[config.mk]
export PLATFORM = sky130hd
export DESIGN_NAME = top_vga
export DESIGN_NICKNAME = d
export VERILOG_FILES = /design/src/vga_pkg.sv /design/src/vga_if.sv /design/src/draw_bg.sv /design/src/draw_rect.sv /design/src/game_fsm.sv /design/src/game_regs.sv /design/src/round_timer.sv /design/src/top_vga.sv /design/src/vga_timing.sv
export SDC_FILE = /design/constraint.sdc
export NUM_CORES = 1
export LEC_CHECK = 0
export ABC_AREA = 1
export BUFFER_PORTS_ARGS = -buffer_cell sky130_fd_sc_hd__clkbuf_2
export CORE_MARGIN = 3
export CORE_UTILIZATION = 28
export CTS_CLUSTER_DIAMETER = 200
export DETAILED_ROUTE_END_ITERATION = 8
export GPL_TIMING_DRIVEN = 0
export SLEW_MARGIN = 0
export SYNTH_ARGS = -nofsm -noshare
export SYNTH_HDL_FRONTEND = slang
export SYNTH_SLANG_ARGS = --single-unit
[constraint.sdc]
create_clock -name clk -period 4.2 [get_ports clk]
set_input_delay 0.84 -clock clk [delete_from_list [all_inputs] [get_ports clk]]
set_output_delay 0.84 -clock clk [all_outputs]
set_load 0.02 [all_outputs]
[src/vga_pkg.sv]
`default_nettype none

package vga_pkg;

    // ~~~~~~~~~~~~~~~~~~~~
    // 800x600 svga timing.
    // ~~~~~~~~~~~~~~~~~~~~
    localparam logic [10:0] h_visible    = 11'd800;
    localparam logic [10:0] h_front      = 11'd40;
    localparam logic [10:0] h_sync       = 11'd128;
    localparam logic [10:0] h_total      = 11'd1056;
    localparam logic [10:0] h_sync_start = h_visible + h_front;
    localparam logic [10:0] h_sync_end   = h_visible + h_front + h_sync;

    localparam logic [10:0] v_visible    = 11'd600;
    localparam logic [10:0] v_front      = 11'd1;
    localparam logic [10:0] v_sync       = 11'd4;
    localparam logic [10:0] v_total      = 11'd628;
    localparam logic [10:0] v_sync_start = v_visible + v_front;
    localparam logic [10:0] v_sync_end   = v_visible + v_front + v_sync;

    typedef logic [11:0] rgb_t;

    typedef enum logic [1:0] {
        st_menu,
        st_play,
        st_over
    } game_state_t;

    // ~~~~~~~~~~~~~~~~~~~~
    // apb register map.
    // ~~~~~~~~~~~~~~~~~~~~
    localparam logic [7:0] reg_ctrl   = 8'h00;
    localparam logic [7:0] reg_pos    = 8'h04;
    localparam logic [7:0] reg_size   = 8'h08;
    localparam logic [7:0] reg_bg     = 8'h0C;
    localparam logic [7:0] reg_char   = 8'h10;
    localparam logic [7:0] reg_round  = 8'h14;
    localparam logic [7:0] reg_status = 8'h18;

    localparam rgb_t menu_rgb = 12'h00F;
    localparam rgb_t over_rgb = 12'hF00;

    // one bus word, seen as a coordinate pair or as a colour.
    typedef union packed {
        struct packed {
            logic [3:0]  rsvd_y;
            logic [11:0] y;
            logic [3:0]  rsvd_x;
            logic [11:0] x;
        } xy;
        struct packed {
            logic [19:0] rsvd;
            rgb_t        rgb;
        } col;
    } apb_word_u;

endpackage

`default_nettype wire

[src/vga_if.sv]
`timescale 1ns/1ps
`default_nettype none

interface vga_if;
    import vga_pkg::*;

    logic [10:0] hcount;
    logic [10:0] vcount;
    logic        hsync;
    logic        vsync;
    logic        hblnk;
    logic        vblnk;
    rgb_t        rgb;

    modport out (output hcount, vcount, hsync, vsync, hblnk, vblnk, rgb);
    modport in  (input  hcount, vcount, hsync, vsync, hblnk, vblnk, rgb);

endinterface

`default_nettype wire

[src/draw_bg.sv]
`timescale 1ns/1ps
`default_nettype none

module draw_bg (
    input  logic                 clk,
    input  logic                 rst_n,
    input  vga_pkg::game_state_t game_state,
    input  vga_pkg::rgb_t        bg_rgb,
    vga_if.in                    vga_in,
    vga_if.out                   vga_out
);
    import vga_pkg::*;

    rgb_t rgb_nxt;

    always_comb begin
        if (vga_in.hblnk || vga_in.vblnk) begin
            rgb_nxt = '0;
        end else begin
            case (game_state)
                st_play: rgb_nxt = bg_rgb;
                st_over: rgb_nxt = over_rgb;
                default: rgb_nxt = menu_rgb;
            endcase
        end
    end

    always_ff @(posedge clk) begin
        if (!rst_n) begin
            vga_out.hcount <= '0;
            vga_out.vcount <= '0;
            vga_out.hsync  <= 1'b0;
            vga_out.vsync  <= 1'b0;
            vga_out.hblnk  <= 1'b0;
            vga_out.vblnk  <= 1'b0;
            vga_out.rgb    <= '0;
        end else begin
            vga_out.hcount <= vga_in.hcount;
            vga_out.vcount <= vga_in.vcount;
            vga_out.hsync  <= vga_in.hsync;
            vga_out.vsync  <= vga_in.vsync;
            vga_out.hblnk  <= vga_in.hblnk;
            vga_out.vblnk  <= vga_in.vblnk;
            vga_out.rgb    <= rgb_nxt;
        end
    end

endmodule

`default_nettype wire

[src/draw_rect.sv]
`timescale 1ns/1ps
`default_nettype none

module draw_rect (
    input  logic                 clk,
    input  logic                 rst_n,
    input  vga_pkg::game_state_t game_state,
    input  logic [11:0]          char_x,
    input  logic [11:0]          char_y,
    input  logic [11:0]          char_w,
    input  logic [11:0]          char_h,
    input  vga_pkg::rgb_t        char_rgb,
    vga_if.in                    vga_in,
    vga_if.out                   vga_out
);
    import vga_pkg::*;

    // one extra bit keeps the right and bottom edges from wrapping.
    logic [12:0] hpos;
    logic [12:0] vpos;
    logic [12:0] x_end;
    logic [12:0] y_end;
    logic        in_x;
    logic        in_y;
    logic        visible;
    rgb_t        rgb_nxt;

    assign hpos  = {2'b00, vga_in.hcount};
    assign vpos  = {2'b00, vga_in.vcount};
    assign x_end = {1'b0, char_x} + {1'b0, char_w};
    assign y_end = {1'b0, char_y} + {1'b0, char_h};

    assign in_x    = (hpos >= {1'b0, char_x}) && (hpos < x_end);
    assign in_y    = (vpos >= {1'b0, char_y}) && (vpos < y_end);
    assign visible = !vga_in.hblnk && !vga_in.vblnk;

    always_comb begin
        rgb_nxt = vga_in.rgb;
        if ((game_state == st_play) && visible && in_x && in_y) begin
            rgb_nxt = char_rgb;
        end
    end

    always_ff @(posedge clk) begin
        if (!rst_n) begin
            vga_out.hcount <= '0;
            vga_out.vcount <= '0;
            vga_out.hsync  <= 1'b0;
            vga_out.vsync  <= 1'b0;
            vga_out.hblnk  <= 1'b0;
            vga_out.vblnk  <= 1'b0;
            vga_out.rgb    <= '0;
        end else begin
            vga_out.hcount <= vga_in.hcount;
            vga_out.vcount <= vga_in.vcount;
            vga_out.hsync  <= vga_in.hsync;
            vga_out.vsync  <= vga_in.vsync;
            vga_out.hblnk  <= vga_in.hblnk;
            vga_out.vblnk  <= vga_in.vblnk;
            vga_out.rgb    <= rgb_nxt;
        end
    end

endmodule

`default_nettype wire

[src/game_fsm.sv]
`timescale 1ns/1ps
`default_nettype none

module game_fsm (
    input  logic                 clk,
    input  logic                 rst_n,
    input  logic                 start_req,
    input  logic                 menu_req,
    input  logic                 round_done,
    output vga_pkg::game_state_t game_state
);
    import vga_pkg::*;

    game_state_t state_nxt;

    always_ff @(posedge clk) begin
        if (!rst_n) begin
            game_state <= st_menu;
        end else begin
            game_state <= state_nxt;
        end
    end

    always_comb begin
        state_nxt = game_state;
        // menu request overrides everything else.
        if (menu_req) begin
            state_nxt = st_menu;
        end else begin
            case (game_state)
                st_menu: begin
                    if (start_req) begin
                        state_nxt = st_play;
                    end
                end
                st_play: begin
                    if (round_done) begin
                        state_nxt = st_over;
                    end
                end
                st_over: state_nxt = st_over;
                default: state_nxt = st_menu;
            endcase
        end
    end

endmodule

`default_nettype wire

[src/game_regs.sv]
`timescale 1ns/1ps
`default_nettype none

module game_regs (
    input  logic                 clk,
    input  logic                 rst_n,
    input  logic [7:0]           paddr,
    input  logic                 psel,
    input  logic                 penable,
    input  logic                 pwrite,
    input  logic [31:0]          pwdata,
    output logic [31:0]          prdata,
    output logic                 pready,
    output logic                 pslverr,
    input  vga_pkg::game_state_t game_state,
    output logic                 start_req,
    output logic                 menu_req,
    output logic [11:0]          char_x,
    output logic [11:0]          char_y,
    output logic [11:0]          char_w,
    output logic [11:0]          char_h,
    output vga_pkg::rgb_t        bg_rgb,
    output vga_pkg::rgb_t        char_rgb,
    output logic [7:0]           round_frames
);
    import vga_pkg::*;

    apb_word_u wdata;
    apb_word_u rdata;
    logic      access;
    logic      wr_en;
    logic      addr_ok;

    assign wdata  = pwdata;
    assign access = psel && penable;
    assign wr_en  = access && pwrite && (paddr != reg_status);

    always_ff @(posedge clk) begin
        if (!rst_n) begin
            start_req    <= 1'b0;
            menu_req     <= 1'b0;
            char_x       <= '0;
            char_y       <= '0;
            char_w       <= '0;
            char_h       <= '0;
            bg_rgb       <= '0;
            char_rgb     <= '0;
            round_frames <= 8'd1;
        end else begin
            start_req <= wr_en && (paddr == reg_ctrl) && pwdata[0];
            menu_req  <= wr_en && (paddr == reg_ctrl) && pwdata[1];
            if (wr_en) begin
                case (paddr)
                    reg_pos: begin
                        char_x <= wdata.xy.x;
                        char_y <= wdata.xy.y;
                    end
                    reg_size: begin
                        char_w <= wdata.xy.x;
                        char_h <= wdata.xy.y;
                    end
                    reg_bg:    bg_rgb       <= wdata.col.rgb;
                    reg_char:  char_rgb     <= wdata.col.rgb;
                    reg_round: round_frames <= pwdata[7:0];
                    default: ;
                endcase
            end
        end
    end

    // ~~~~~~~~~~~~~~~~~~~~
    // readback and errors.
    // ~~~~~~~~~~~~~~~~~~~~
    always_comb begin
        rdata   = '0;
        addr_ok = 1'b1;
        case (paddr)
            reg_ctrl: rdata = '0;
            reg_pos: begin
                rdata.xy.x = char_x;
                rdata.xy.y = char_y;
            end
            reg_size: begin
                rdata.xy.x = char_w;
                rdata.xy.y = char_h;
            end
            reg_bg:     rdata.col.rgb = bg_rgb;
            reg_char:   rdata.col.rgb = char_rgb;
            reg_round:  rdata = {24'd0, round_frames};
            reg_status: rdata = {30'd0, game_state};
            default:    addr_ok = 1'b0;
        endcase
    end

    assign prdata  = rdata;
    assign pready  = 1'b1;
    assign pslverr = access && (!addr_ok || (pwrite && (paddr == reg_status)));

endmodule

`default_nettype wire

[src/round_timer.sv]
`timescale 1ns/1ps
`default_nettype none

module round_timer (
    input  logic                clk,
    input  logic                rst_n,
    input  logic                frame_start,
    input  vga_pkg::game_state_t game_state,
    input  logic [7:0]          round_frames,
    output logic                round_done
);
    import vga_pkg::*;

    logic [7:0] frame_cnt;
    logic [7:0] frame_cnt_nxt;
    logic       in_play;

    assign in_play       = (game_state == st_play);
    assign frame_cnt_nxt = frame_cnt + 8'd1;

    always_ff @(posedge clk) begin
        if (!rst_n) begin
            frame_cnt  <= '0;
            round_done <= 1'b0;
        end else begin
            round_done <= in_play && frame_start && (frame_cnt_nxt == round_frames);
            if (!in_play) begin
                frame_cnt <= '0;
            end else if (frame_start) begin
                frame_cnt <= frame_cnt_nxt;
            end
        end
    end

endmodule

`default_nettype wire

[src/top_vga.sv]
`timescale 1ns/1ps
`default_nettype none

module top_vga (
    input  logic        clk,
    input  logic        rst_n,
    input  logic [7:0]  paddr,
    input  logic        psel,
    input  logic        penable,
    input  logic        pwrite,
    input  logic [31:0] pwdata,
    output logic [31:0] prdata,
    output logic        pready,
    output logic        pslverr,
    output logic        hs,
    output logic        vs,
    output logic [3:0]  r,
    output logic [3:0]  g,
    output logic [3:0]  b
);
    import vga_pkg::*;

    game_state_t game_state;
    logic        frame_start;
    logic        round_done;
    logic        start_req;
    logic        menu_req;
    logic [11:0] char_x;
    logic [11:0] char_y;
    logic [11:0] char_w;
    logic [11:0] char_h;
    rgb_t        bg_rgb;
    rgb_t        char_rgb;
    logic [7:0]  round_frames;

    vga_if vga_tim ();
    vga_if vga_bg ();
    vga_if vga_rect ();

    assign hs        = vga_rect.hsync;
    assign vs        = vga_rect.vsync;
    assign {r, g, b} = vga_rect.rgb;

    // ~~~~~~~~~~~~~~~~~~~~
    // control path.
    // ~~~~~~~~~~~~~~~~~~~~
    game_regs u_game_regs (
        .clk(clk),
        .rst_n(rst_n),
        .paddr(paddr),
        .psel(psel),
        .penable(penable),
        .pwrite(pwrite),
        .pwdata(pwdata),
        .prdata(prdata),
        .pready(pready),
        .pslverr(pslverr),
        .game_state(game_state),
        .start_req(start_req),
        .menu_req(menu_req),
        .char_x(char_x),
        .char_y(char_y),
        .char_w(char_w),
        .char_h(char_h),
        .bg_rgb(bg_rgb),
        .char_rgb(char_rgb),
        .round_frames(round_frames)
    );

    game_fsm u_game_fsm (
        .clk(clk),
        .rst_n(rst_n),
        .start_req(start_req),
        .menu_req(menu_req),
        .round_done(round_done),
        .game_state(game_state)
    );

    round_timer u_round_timer (
        .clk(clk),
        .rst_n(rst_n),
        .frame_start(frame_start),
        .game_state(game_state),
        .round_frames(round_frames),
        .round_done(round_done)
    );

    // ~~~~~~~~~~~~~~~~~~~~
    // pixel pipeline.
    // ~~~~~~~~~~~~~~~~~~~~
    vga_timing u_vga_timing (
        .clk(clk),
        .rst_n(rst_n),
        .vga_out(vga_tim.out),
        .frame_start(frame_start)
    );

    draw_bg u_draw_bg (
        .clk(clk),
        .rst_n(rst_n),
        .game_state(game_state),
        .bg_rgb(bg_rgb),
        .vga_in(vga_tim.in),
        .vga_out(vga_bg.out)
    );

    draw_rect u_draw_rect (
        .clk(clk),
        .rst_n(rst_n),
        .game_state(game_state),
        .char_x(char_x),
        .char_y(char_y),
        .char_w(char_w),
        .char_h(char_h),
        .char_rgb(char_rgb),
        .vga_in(vga_bg.in),
        .vga_out(vga_rect.out)
    );

endmodule

`default_nettype wire

[src/vga_timing.sv]
`timescale 1ns/1ps
`default_nettype none

module vga_timing (
    input  logic clk,
    input  logic rst_n,
    vga_if.out   vga_out,
    output logic frame_start
);
    import vga_pkg::*;

    logic [10:0] hcount;
    logic [10:0] vcount;

    always_ff @(posedge clk) begin
        if (!rst_n) begin
            hcount <= '0;
            vcount <= '0;
        end else if (hcount == h_total - 11'd1) begin
            hcount <= '0;
            // last line of the frame wraps to the top.
            if (vcount == v_total - 11'd1) begin
                vcount <= '0;
            end else begin
                vcount <= vcount + 11'd1;
            end
        end else begin
            hcount <= hcount + 11'd1;
        end
    end

    assign vga_out.hcount = hcount;
    assign vga_out.vcount = vcount;
    assign vga_out.hblnk  = (hcount >= h_visible);
    assign vga_out.vblnk  = (vcount >= v_visible);
    assign vga_out.hsync  = (hcount >= h_sync_start) && (hcount < h_sync_end);
    assign vga_out.vsync  = (vcount >= v_sync_start) && (vcount < v_sync_end);

    // later stages paint the picture.
    assign vga_out.rgb = '0;

    assign frame_start = (hcount == 11'd0) && (vcount == 11'd0);

endmodule

`default_nettype wire
Yosys cells after proc, flatten, opt, wreduce, memory -nomap -nowiden
Cells that the tools add are included.

operators by class
  muxes and demuxes = 9
  bitwise logic cells = 1
  eq/ne operators = 14
  reductions and logical operators = 39
  add/subtract/negate cells = 5
  magnitude comparators = 10

operators by type and width
  operator                                                                                number
  12-bit case mux with 6 select lines                                                     1
  12-bit case mux with 2 select lines                                                     2
  11-bit by 10-bit greater-or-equal comparator with 1-bit output (second input constant)  4
  12-bit by 12-bit adder with 13-bit output                                               2
  11-bit by 13-bit < comparator with 1-bit output                                         2
  8-bit by 5-bit == test with 1-bit output (second input constant)                        3
  11-bit by 12-bit greater-or-equal comparator with 1-bit output                          2
  11-bit by 1-bit adder with 11-bit output (second input constant)                        2
  11-bit logical NOT                                                                      2
  11-bit by 10-bit < comparator with 1-bit output (second input constant)                 2
  1-bit logical AND                                                                       19
  8-bit by 4-bit == test with 1-bit output (second input constant)                        2
  2-bit AND reduction                                                                     7
  12-bit 2-to-1 mux                                                                       1
  11-bit by 10-bit == test with 1-bit output (second input constant)                      1
  11-bit == test (second input constant)                                                  1
  11-bit 2-to-1 mux                                                                       1
  8-bit by 1-bit adder with 8-bit output (second input constant)                          1
  8-bit by 3-bit == test with 1-bit output (second input constant)                        1
  8-bit == test                                                                           1
  8-bit logical NOT                                                                       1
  8-bit by 5-bit inequality test with 1-bit output (second input constant)                1
  7-bit OR reduction                                                                      1
  2-bit case mux with 3 select lines                                                      1
  11 further kinds                                                                        17

word-level totals
  input port bits = 45
  word-level logic and storage cells = 102
  output and inout bits = 48
  register bits after elaboration = 167

Logic depth before layout (Yosys ltp)
Gate-level depths: netlist (run 1).

  word-level depth = 6
  depth in mapped cells = 23

Modules after synthesis
From an unflattened synthesis (run 1), not the netlist that was laid out.

unflattened totals
  cell total of the unflattened synthesis = 1698
  area total of the unflattened synthesis = 11202.0 µm²

by module, submodules not included
  module       times used  cells an instance  area each (µm²)
  game_regs    1           678                4150.2
  draw_rect    1           508                3417.0
  vga_timing   1           233                1512.7
  draw_bg      1           146                1265.0
  round_timer  1           110                694.4
  game_fsm     1           23                 162.7

Worst setup path after synthesis (run 1)
OpenSTA, ideal clock, no wires.

  path type = reg2reg
  start = register u_game_regs.char_x[0]
  end = register u_draw_rect.vga_out.rgb[10]
  arrival = 2.974 ns
  path buffers = 1
  period minus slack after synthesis = 3.087 ns
  setup slack = 1.113 ns
  stages on the path, launching flop included = 21
  cell sequence = dfxtp_1 ha_1 inv_1 fa_1 nor2_1 nor2_1 nor3_1 nor2_1 o21ai_0 a31oi_1 xor2_1 ha_1 a21oi_1 inv_1 a21oi_1 nor2_2 nor3_2 buf_2 nand3_1 nand2_1 nor2_1

between the ends
  cells in the longest elaborated chain, start to end = 6
  elaborated cells on any way between the ends = 7

ends and longest elaborated chain
  item                                             line             RTL
  from (decl)                                      game_regs.sv:18  output logic [11:0] char_x,
  from (signal assigned)                           game_regs.sv:55  char_x <= wdata.xy.x;
  12-bit by 12-bit adder with 13-bit output        draw_rect.sv:30  assign x_end = {1'b0, char_x} + {1'b0, char_w};
  11-bit by 13-bit < comparator with 1-bit output  draw_rect.sv:33  assign in_x = (hpos >= {1'b0, char_x}) && (hpos < x_end);
  1-bit logical AND *                              draw_rect.sv:33
  1-bit logical AND * (2 in series)                draw_rect.sv:39  if ((game_state == st_play) && visible && in_x && in_y) begin
  12-bit 2-to-1 mux *                              draw_rect.sv:39
  to (signal assigned)                             draw_rect.sv:60  vga_out.rgb <= rgb_nxt;
  to (decl)                                        vga_if.sv:15     modport out (output hcount, vcount, hsync, vsync, hblnk, vblnk, rgb);

Mark *: on every way between the ends. The rest lies on a longest branch, timed or not.
A chain may end at the register's enable or synchronous reset.

Worst setup path in the final report (run 1)
  start = register u_game_regs.char_w[0]
  end = register u_draw_rect.vga_out.rgb[7]

between the ends
  cells in the longest elaborated chain, start to end = 6

ends and longest elaborated chain
  item                                             line             RTL
  from (decl)                                      game_regs.sv:20  output logic [11:0] char_w,
  from (signal assigned)                           game_regs.sv:59  char_w <= wdata.xy.x;
  12-bit by 12-bit adder with 13-bit output        draw_rect.sv:30
  11-bit by 13-bit < comparator with 1-bit output  draw_rect.sv:33
  1-bit logical AND                                draw_rect.sv:33
  1-bit logical AND (2 in series)                  draw_rect.sv:39
  12-bit 2-to-1 mux                                draw_rect.sv:39

Every way passes these cells.

==> flow_summary.ini, run 1 <==
[run_status]
outcome = complete, no violations

[worst_setup_path]
cp_top_family = simple AND/OR/NAND/NOR gates
required_ns = 4.54
crit_slowest_cell = fa_1
end_kind = flip-flop
cp.arrival_ns = 4.02
crit_chain = ha_1 > inv_1 > fa_1 > nor2_1 > nor2_1 > nor3_1 > nor2_1 > o21ai_0 > a31oi_1 > xor2_1 > ha_1 > a21oi_1 > inv_1 > a21oi_1 > nor2_2 > nor3_2 > buf_2 > nand3_1 > nand2_1 > nor2_1
cp_max_fo = 10
crit_type = reg -> reg
rrSetupSlack_ns = 0.52
crit_top_cell = nor2_1
critPathMaxStageDelay_ns = 0.41
start_kind = flip-flop
path_buf_inv = 3

[synth]
netlist_top_cells_count = nand2_1, inv_1, dfxtp_1, a21oi_1, nor2_1
synth.most_common_cell = nand2_1
yosys_register_bits = 167
netlist_area_mm2 = 0.00915
postSynthCellCount = 1245
syn_avg_cell_area_um2 = 7.35
synth_area_leaders = dfxtp_1, ha_1, nand2_1
synth_top_area_share_pct = 36.5
synth-edff-count = 0
yosys.area.top_type = dfxtp_1
async_flop_share_pct = 0
seq_area_frac_synth_pct = 36.5
yosysWarnings = 0
synth_top_flop_cell = dfxtp_1
synth.distinct_cells = 51

[sta]
post-route-period-util_pct = 87.5
period_minus_slack_ns = 3.68
finalClockSkew_ns = 0.0140
finalHoldViolations = 0
rsz0062_at_grt = no
tightest_slew_ns = 0.820
fmax_mhz = 272
fin_tns_setup_ns = 0
slew_headroom_pct = 45.3
slew_violations = 0
setup_viol = 0

[routing]
first_pass_iters = 5
drc = 0
viasPerCell = 4.73
drt_iter0_drc = 555
wire_per_inst_um = 15.0
drtAntennaViolNets = 0
dr_total_vias = 8484
totalWireLength_um = 27000

[die]
dieArea_mm2 = 0.0349
die_w_um = 187
rows = 65
start_util_pct = 28.7
io_pins = 93
coreArea_mm2 = 0.0319
die_h_um = 187

[clock_tree]
htreeDepth = 4
numCtsBuffers = 17
clockRootBuffer = clkbuf_16
cts_tree = yes
postCtsHoldBufs = 0
insertion_delay_ns = 0.44
cts_sinks = 167
cts_setup_buffers = 0
clk_path_buf_depth = 2
cts.repair.resized = 0
path_clk_slew_ns = 0.07

[flow_run]
cap_violations = 0

[power]
combPwrFrac_pct = 8.0
power.density_mw_per_mm2 = 345
swShare_pct = 26.0
clockPowerShare_pct = 47.7
internal_power_mw = 2.75
ir_worst_vdd_mv = 0.186
seqPwrFrac_pct = 44.4
power_mw = 3.71
p_sw_mw = 0.963
leakagePower_nw = 4.69

[final_layout]
utilization_pct = 33.7
antenna_cells = 0
area_growth_pct = 17.5
drive_gt1_share_pct = 13.3
fin_nets = 1468

[global_route]
grtUsageTotal_pct = 15.4
grt_pass1_wl_um = 43700
antenna_found_initial = 0
grt_pass1_vias = 8195
overflow = 0
grt_max_degree = 18

[placement]
io_buffers = 75
place_congestion = 0.887
dp.final_hpwl_um = 21100

[hold_path]
hold_path_class = reg -> reg
==> worst register-to-register path: cells and delay by family (launching register included) <==
| kind | cells | cell delay [ns] |
|---|---|---|
| AO/OA/AOI/OAI | 4 | 0.76 |
| flip-flops | 1 | 0.37 |
| AND/OR/NAND/NOR | 9 | 1.01 |
| buffers and inverters | 3 | 0.38 |
| XOR/XNOR | 1 | 0.17 |
| adder cells (fa/ha/maj) | 3 | 0.88 |
==> power by group through the flow <==
stage / clock network [mW] / registers, mW / logic, mW
after floorplan: 0 / 1.69 / 0.176
after global placement: 0 / 1.68 / 0.288
after detailed placement: 0 / 1.68 / 0.291
after CTS: 1.79 / 1.65 / 0.295
after global routing: 1.86 / 1.65 / 0.329
final: 1.77 / 1.65 / 0.295
==> cell type report <==
| class | count | area (µm²) |
|---|---|---|
| Clock buffer | 17 | 425 |
| Fill cell | 3468 | 21100 |
| Multi-Input combinational cell | 855 | 4860 |
| Tap cell | 435 | 544 |
| Timing Repair Buffer | 75 | 375 |
| Sequential cell | 167 | 3340 |
| Inverter | 178 | 668 |
| Clock inverter | 15 | 231 |
| Buffer | 52 | 304 |
==> final timing paths <==
| path | startpoint | to | cells past startpoint |
|---|---|---|---|
| setup / recovery | u_game_regs.char_w[0] | u_draw_rect.vga_out.rgb[7] | 20 |
| hold / removal | u_vga_timing.vga_out.hcount[3] | u_draw_bg.vga_out.hcount[3] | 2 |
| setup reg to reg | u_game_regs.char_w[0] | u_draw_rect.vga_out.rgb[7] | 20 |
| hold reg to reg | u_vga_timing.vga_out.hcount[3] | u_draw_bg.vga_out.hcount[3] | 2 |
==> sequential cells by signal (all words and copies together), names as in the netlist, 2 cells and up <==
name,cells
u_draw_rect.vga_out.rgb,12
u_game_regs.char_y,12
u_draw_bg.vga_out.vcount,11
u_game_regs.char_h,12
u_draw_bg.vga_out.hcount,11
u_game_regs.char_x,12
u_game_regs.char_w,12
u_game_regs.bg_rgb,12
u_round_timer.frame_cnt,8
u_game_regs.char_rgb,12
u_game_fsm.game_state,2
u_vga_timing.vga_out.hcount,11
u_vga_timing.vga_out.vcount,11
u_game_regs.round_frames,8
u_draw_bg.vga_out.rgb,12
==> stage by stage <==
stage | hold WS [ns] | area, µm² | worst slack [ns] | cells
global placement | 0.417 | 10100 | 0.607 | 1762
detailed placement | 0.419 | 10100 | 0.575 | 1762
global route | 0.454 | 10800 | 0.248 | 1794
CTS | 0.430 | 10800 | 0.546 | 1794
finish | 0.429 | 10800 | 0.525 | 1794
floorplan | 0.390 | 9180 | 1.11 | 1252
==> layout by cell type, fill, tap and decap left out, types with 3 or more instances in the layout <==
cell,synthesis,layout
inv_6,0,6
o21ai_0,101,101
inv_2,9,9
nor4_1,5,5
nand3_2,5,5
a211oi_1,5,5
conb_1,2,9
o22ai_1,10,10
inv_1,168,168
buf_6,7,7
clkbuf_2,2,77
nor3_2,4,4
ha_1,75,75
bufinv_16,0,4
xor2_1,20,20
nor3_1,35,35
buf_2,10,10
xnor2_1,7,7
dfxtp_1,167,167
nand2_1,193,193
nor2_4,6,6
clkbuf_16,0,17
o21ai_1,10,10
nand2_2,4,4
o2111ai_1,6,6
o211ai_1,5,5
clkbuf_1,18,18
buf_1,4,4
inv_8,0,3
nor2_1,121,121
o21bai_1,4,4
a31oi_1,5,5
nor2_2,11,11
o21a_1,4,4
nand3_1,46,46
buf_4,11,11
a21oi_1,125,125
nor3b_1,5,5
nand4_1,12,12
==> cell families after synthesis <==
family	synth area share (%)
simple gates	22.1
compound gates	17.3
buf+inv	10.6
flops	36.5
fa+ha+maj	10.7
xor+xnor	2.58
other cells	0.0821
==> layer usage <==
layer | vias to the layer above | GRT usage (%) | routed length, µm
li1 | 4308 | - | -
met1 | 3902 | 20.0 | 12700
met2 | 230 | 25.5 | 12200
met3 | 44 | 2.69 | 1270
met4 | 0 | 5.76 | 793
met5 | - | 0 | 0
No activity file was read; power rests on OpenSTA's default activity.
==> run 2: changes to the inputs <==
- CORE_ASPECT_RATIO: not set -> 1.25
- HOLD_SLACK_MARGIN: not set -> 0.08
- PLACE_DENSITY: not set -> 0.53
==> run 2 against run 1 <==
- wire length is 2.5% higher
- global-route usage is 0.41 points higher
- sequential power about the same
- cell count decreased by 1.3%
- sequential share of layout area up 0.26 points
- first-iteration DRC count decreased by 17%
- register-to-register slack lost 0.097 ns
- clock-buffer cell count increased by 3
- sequential cell count did not move
- critical path depth rose by 2
- largest cell class unchanged
==> flow_summary.ini, run 2 (synthesis gave the netlist of run 1 again) <==
[worst_setup_path]
critPathMaxStageDelay_ns = 0.40
end_kind = flip-flop
crit_slowest_cell = dfxtp_1
worstReg2RegStart = u_game_regs.char_x[0]
crit_top_cell = nor2_1
cp_max_fo = 10
start_kind = flip-flop
required_ns = 4.54
crit_type = reg -> reg
cp.arrival_ns = 4.11
startpoint = u_game_regs.char_x[0]
crit_chain = ha_1 > inv_1 > fa_1 > nor2_1 > nor2_1 > nor3_1 > nor2_1 > o21ai_0 > xnor2_1 > ha_1 > nand2_1 > inv_1 > nor2_1 > o21a_1 > nand2_1 > a21oi_1 > nor2_2 > nor3_2 > buf_2 > nand3_1 > nand2_1 > nor2_1

[clock_tree]
cts_tree = yes
insertion_delay_ns = 0.44
numCtsBuffers = 17
cts_sinks = 167
clk_path_buf_depth = 2
postCtsHoldBufs = 0
htreeDepth = 4
cts_setup_buffers = 0
cts.repair.resized = 0
clockRootBuffer = clkbuf_16
path_clk_slew_ns = 0.07

[final_layout]
fin_nets = 1468
fill_cells = 3431
antenna_cells = 0
area_growth_pct = 16.6
mostFrequentLayoutCells = nand2_1, inv_1, dfxtp_1, a21oi_1, nor2_1
drive_gt1_share_pct = 13.2
final_common_cell = nand2_1

[flow_run]
cap_violations = 0

[sta]
slew_headroom_pct = 53.6
period_minus_slack_ns = 3.77
layout_setup_ws_ns = 0.428
rsz0062_at_grt = no
finalClockSkew_ns = 0.0117
fmax_mhz = 265
fin_tns_setup_ns = 0
setup_viol = 0
post-route-period-util_pct = 89.8
slew_violations = 0
finalHoldViolations = 0
tightest_slew_ns = 0.696

[global_route]
grt_max_degree = 17
antenna_found_initial = 0
grt_pass1_vias = 8145
grt_pass1_wl_um = 43700
grtUsageTotal_pct = 15.8
overflow = 0

[die]
die_w_um = 168
start_util_pct = 28.6
io_pins = 93
coreArea_mm2 = 0.0320
die_h_um = 208
rows = 73
dieArea_mm2 = 0.0349

[power]
power_mw = 3.55
power.density_mw_per_mm2 = 333
leakagePower_nw = 4.66
swShare_pct = 25.6
combPwrFrac_pct = 8.4
p_sw_mw = 0.907
internal_power_mw = 2.64
seqPwrFrac_pct = 46.5
ir_worst_vdd_mv = 0.296
clockPowerShare_pct = 45.1

[routing]
drt_iter0_drc = 461
totalWireLength_um = 27600
drc = 0
viasPerCell = 4.72
dr_total_vias = 8364
first_pass_iters = 5
drtAntennaViolNets = 0
wire_per_inst_um = 15.6

[run_status]
outcome = complete, no violations

[hold_path]
holdCritStartpoint = u_draw_bg.vga_out.vsync
hold_path_class = reg -> reg

[placement]
dp_slack_ns = 0.388
dp.final_hpwl_um = 22300
place_congestion = 0.915
io_buffers = 75
## run 2: final timing paths
kind | to | slack, ns | cells past startpoint
hold reg to reg | u_draw_rect.vga_out.vsync | 0.42 | 2
setup reg to reg | u_draw_rect.vga_out.rgb[5] | 0.43 | 22
setup / recovery | u_draw_rect.vga_out.rgb[5] | 0.43 | 22
hold / removal | u_draw_rect.vga_out.vsync | 0.42 | 2
## run 2: layout make-up
class,count,area (µm²),share of cell area [%]
inverter,178,668,6.27
sequential,167,3340,31.4
multi-input combinational,855,4860,45.6
buffer,52,304,2.85
timing repair buffer,75,375,3.52
tap,412,515,4.83
clock buffer,20,457,4.28
clock inverter,12,141,1.33
## run 2: power groups by stage
stage | registers, mW | clock network, mW | logic, mW
3_5_place_dp | 1.68 | 0 | 0.296
2_1_floorplan | 1.69 | 0 | 0.176
5_1_grt | 1.65 | 1.69 | 0.334
3_3_place_gp | 1.68 | 0 | 0.297
4_1_cts | 1.65 | 1.63 | 0.299
6_report | 1.65 | 1.60 | 0.299
## run 2: per-stage QoR
step | util, % | hold slack, ns | cells | cell area [µm²]
5_1_grt | 33.4 | 0.431 | 1771 | 10700
4_1_cts | 33.4 | 0.421 | 1771 | 10700
6_report | 33.4 | 0.416 | 1771 | 10700
3_5_place_dp | 31.5 | 0.401 | 1739 | 10100
3_3_place_gp | 31.5 | 0.398 | 1739 | 10100
2_1_floorplan | - | 0.390 | 1252 | 9180
## run 2: worst max-delay path: cells and delay by family (launching register included)
family	cells	cell delay (ns)
xor gates and xnor gates	1	0.19
AOI/OAI and AO/OA	3	0.58
buffers and inverters	3	0.36
DFF	1	0.40
and+or+nand+nor	12	1.26
adders and majority gates	3	0.87
## run 2: routing by layer
| layer | up-vias | track usage, % | wire length (µm) |
|---|---|---|---|
| li1 | 4303 | - | - |
| met1 | 3862 | 18.8 | 12100 |
| met2 | 163 | 28.9 | 14000 |
| met3 | 36 | 2.49 | 1010 |
| met4 | 0 | 4.91 | 554 |
| met5 | - | 0 | 0 |
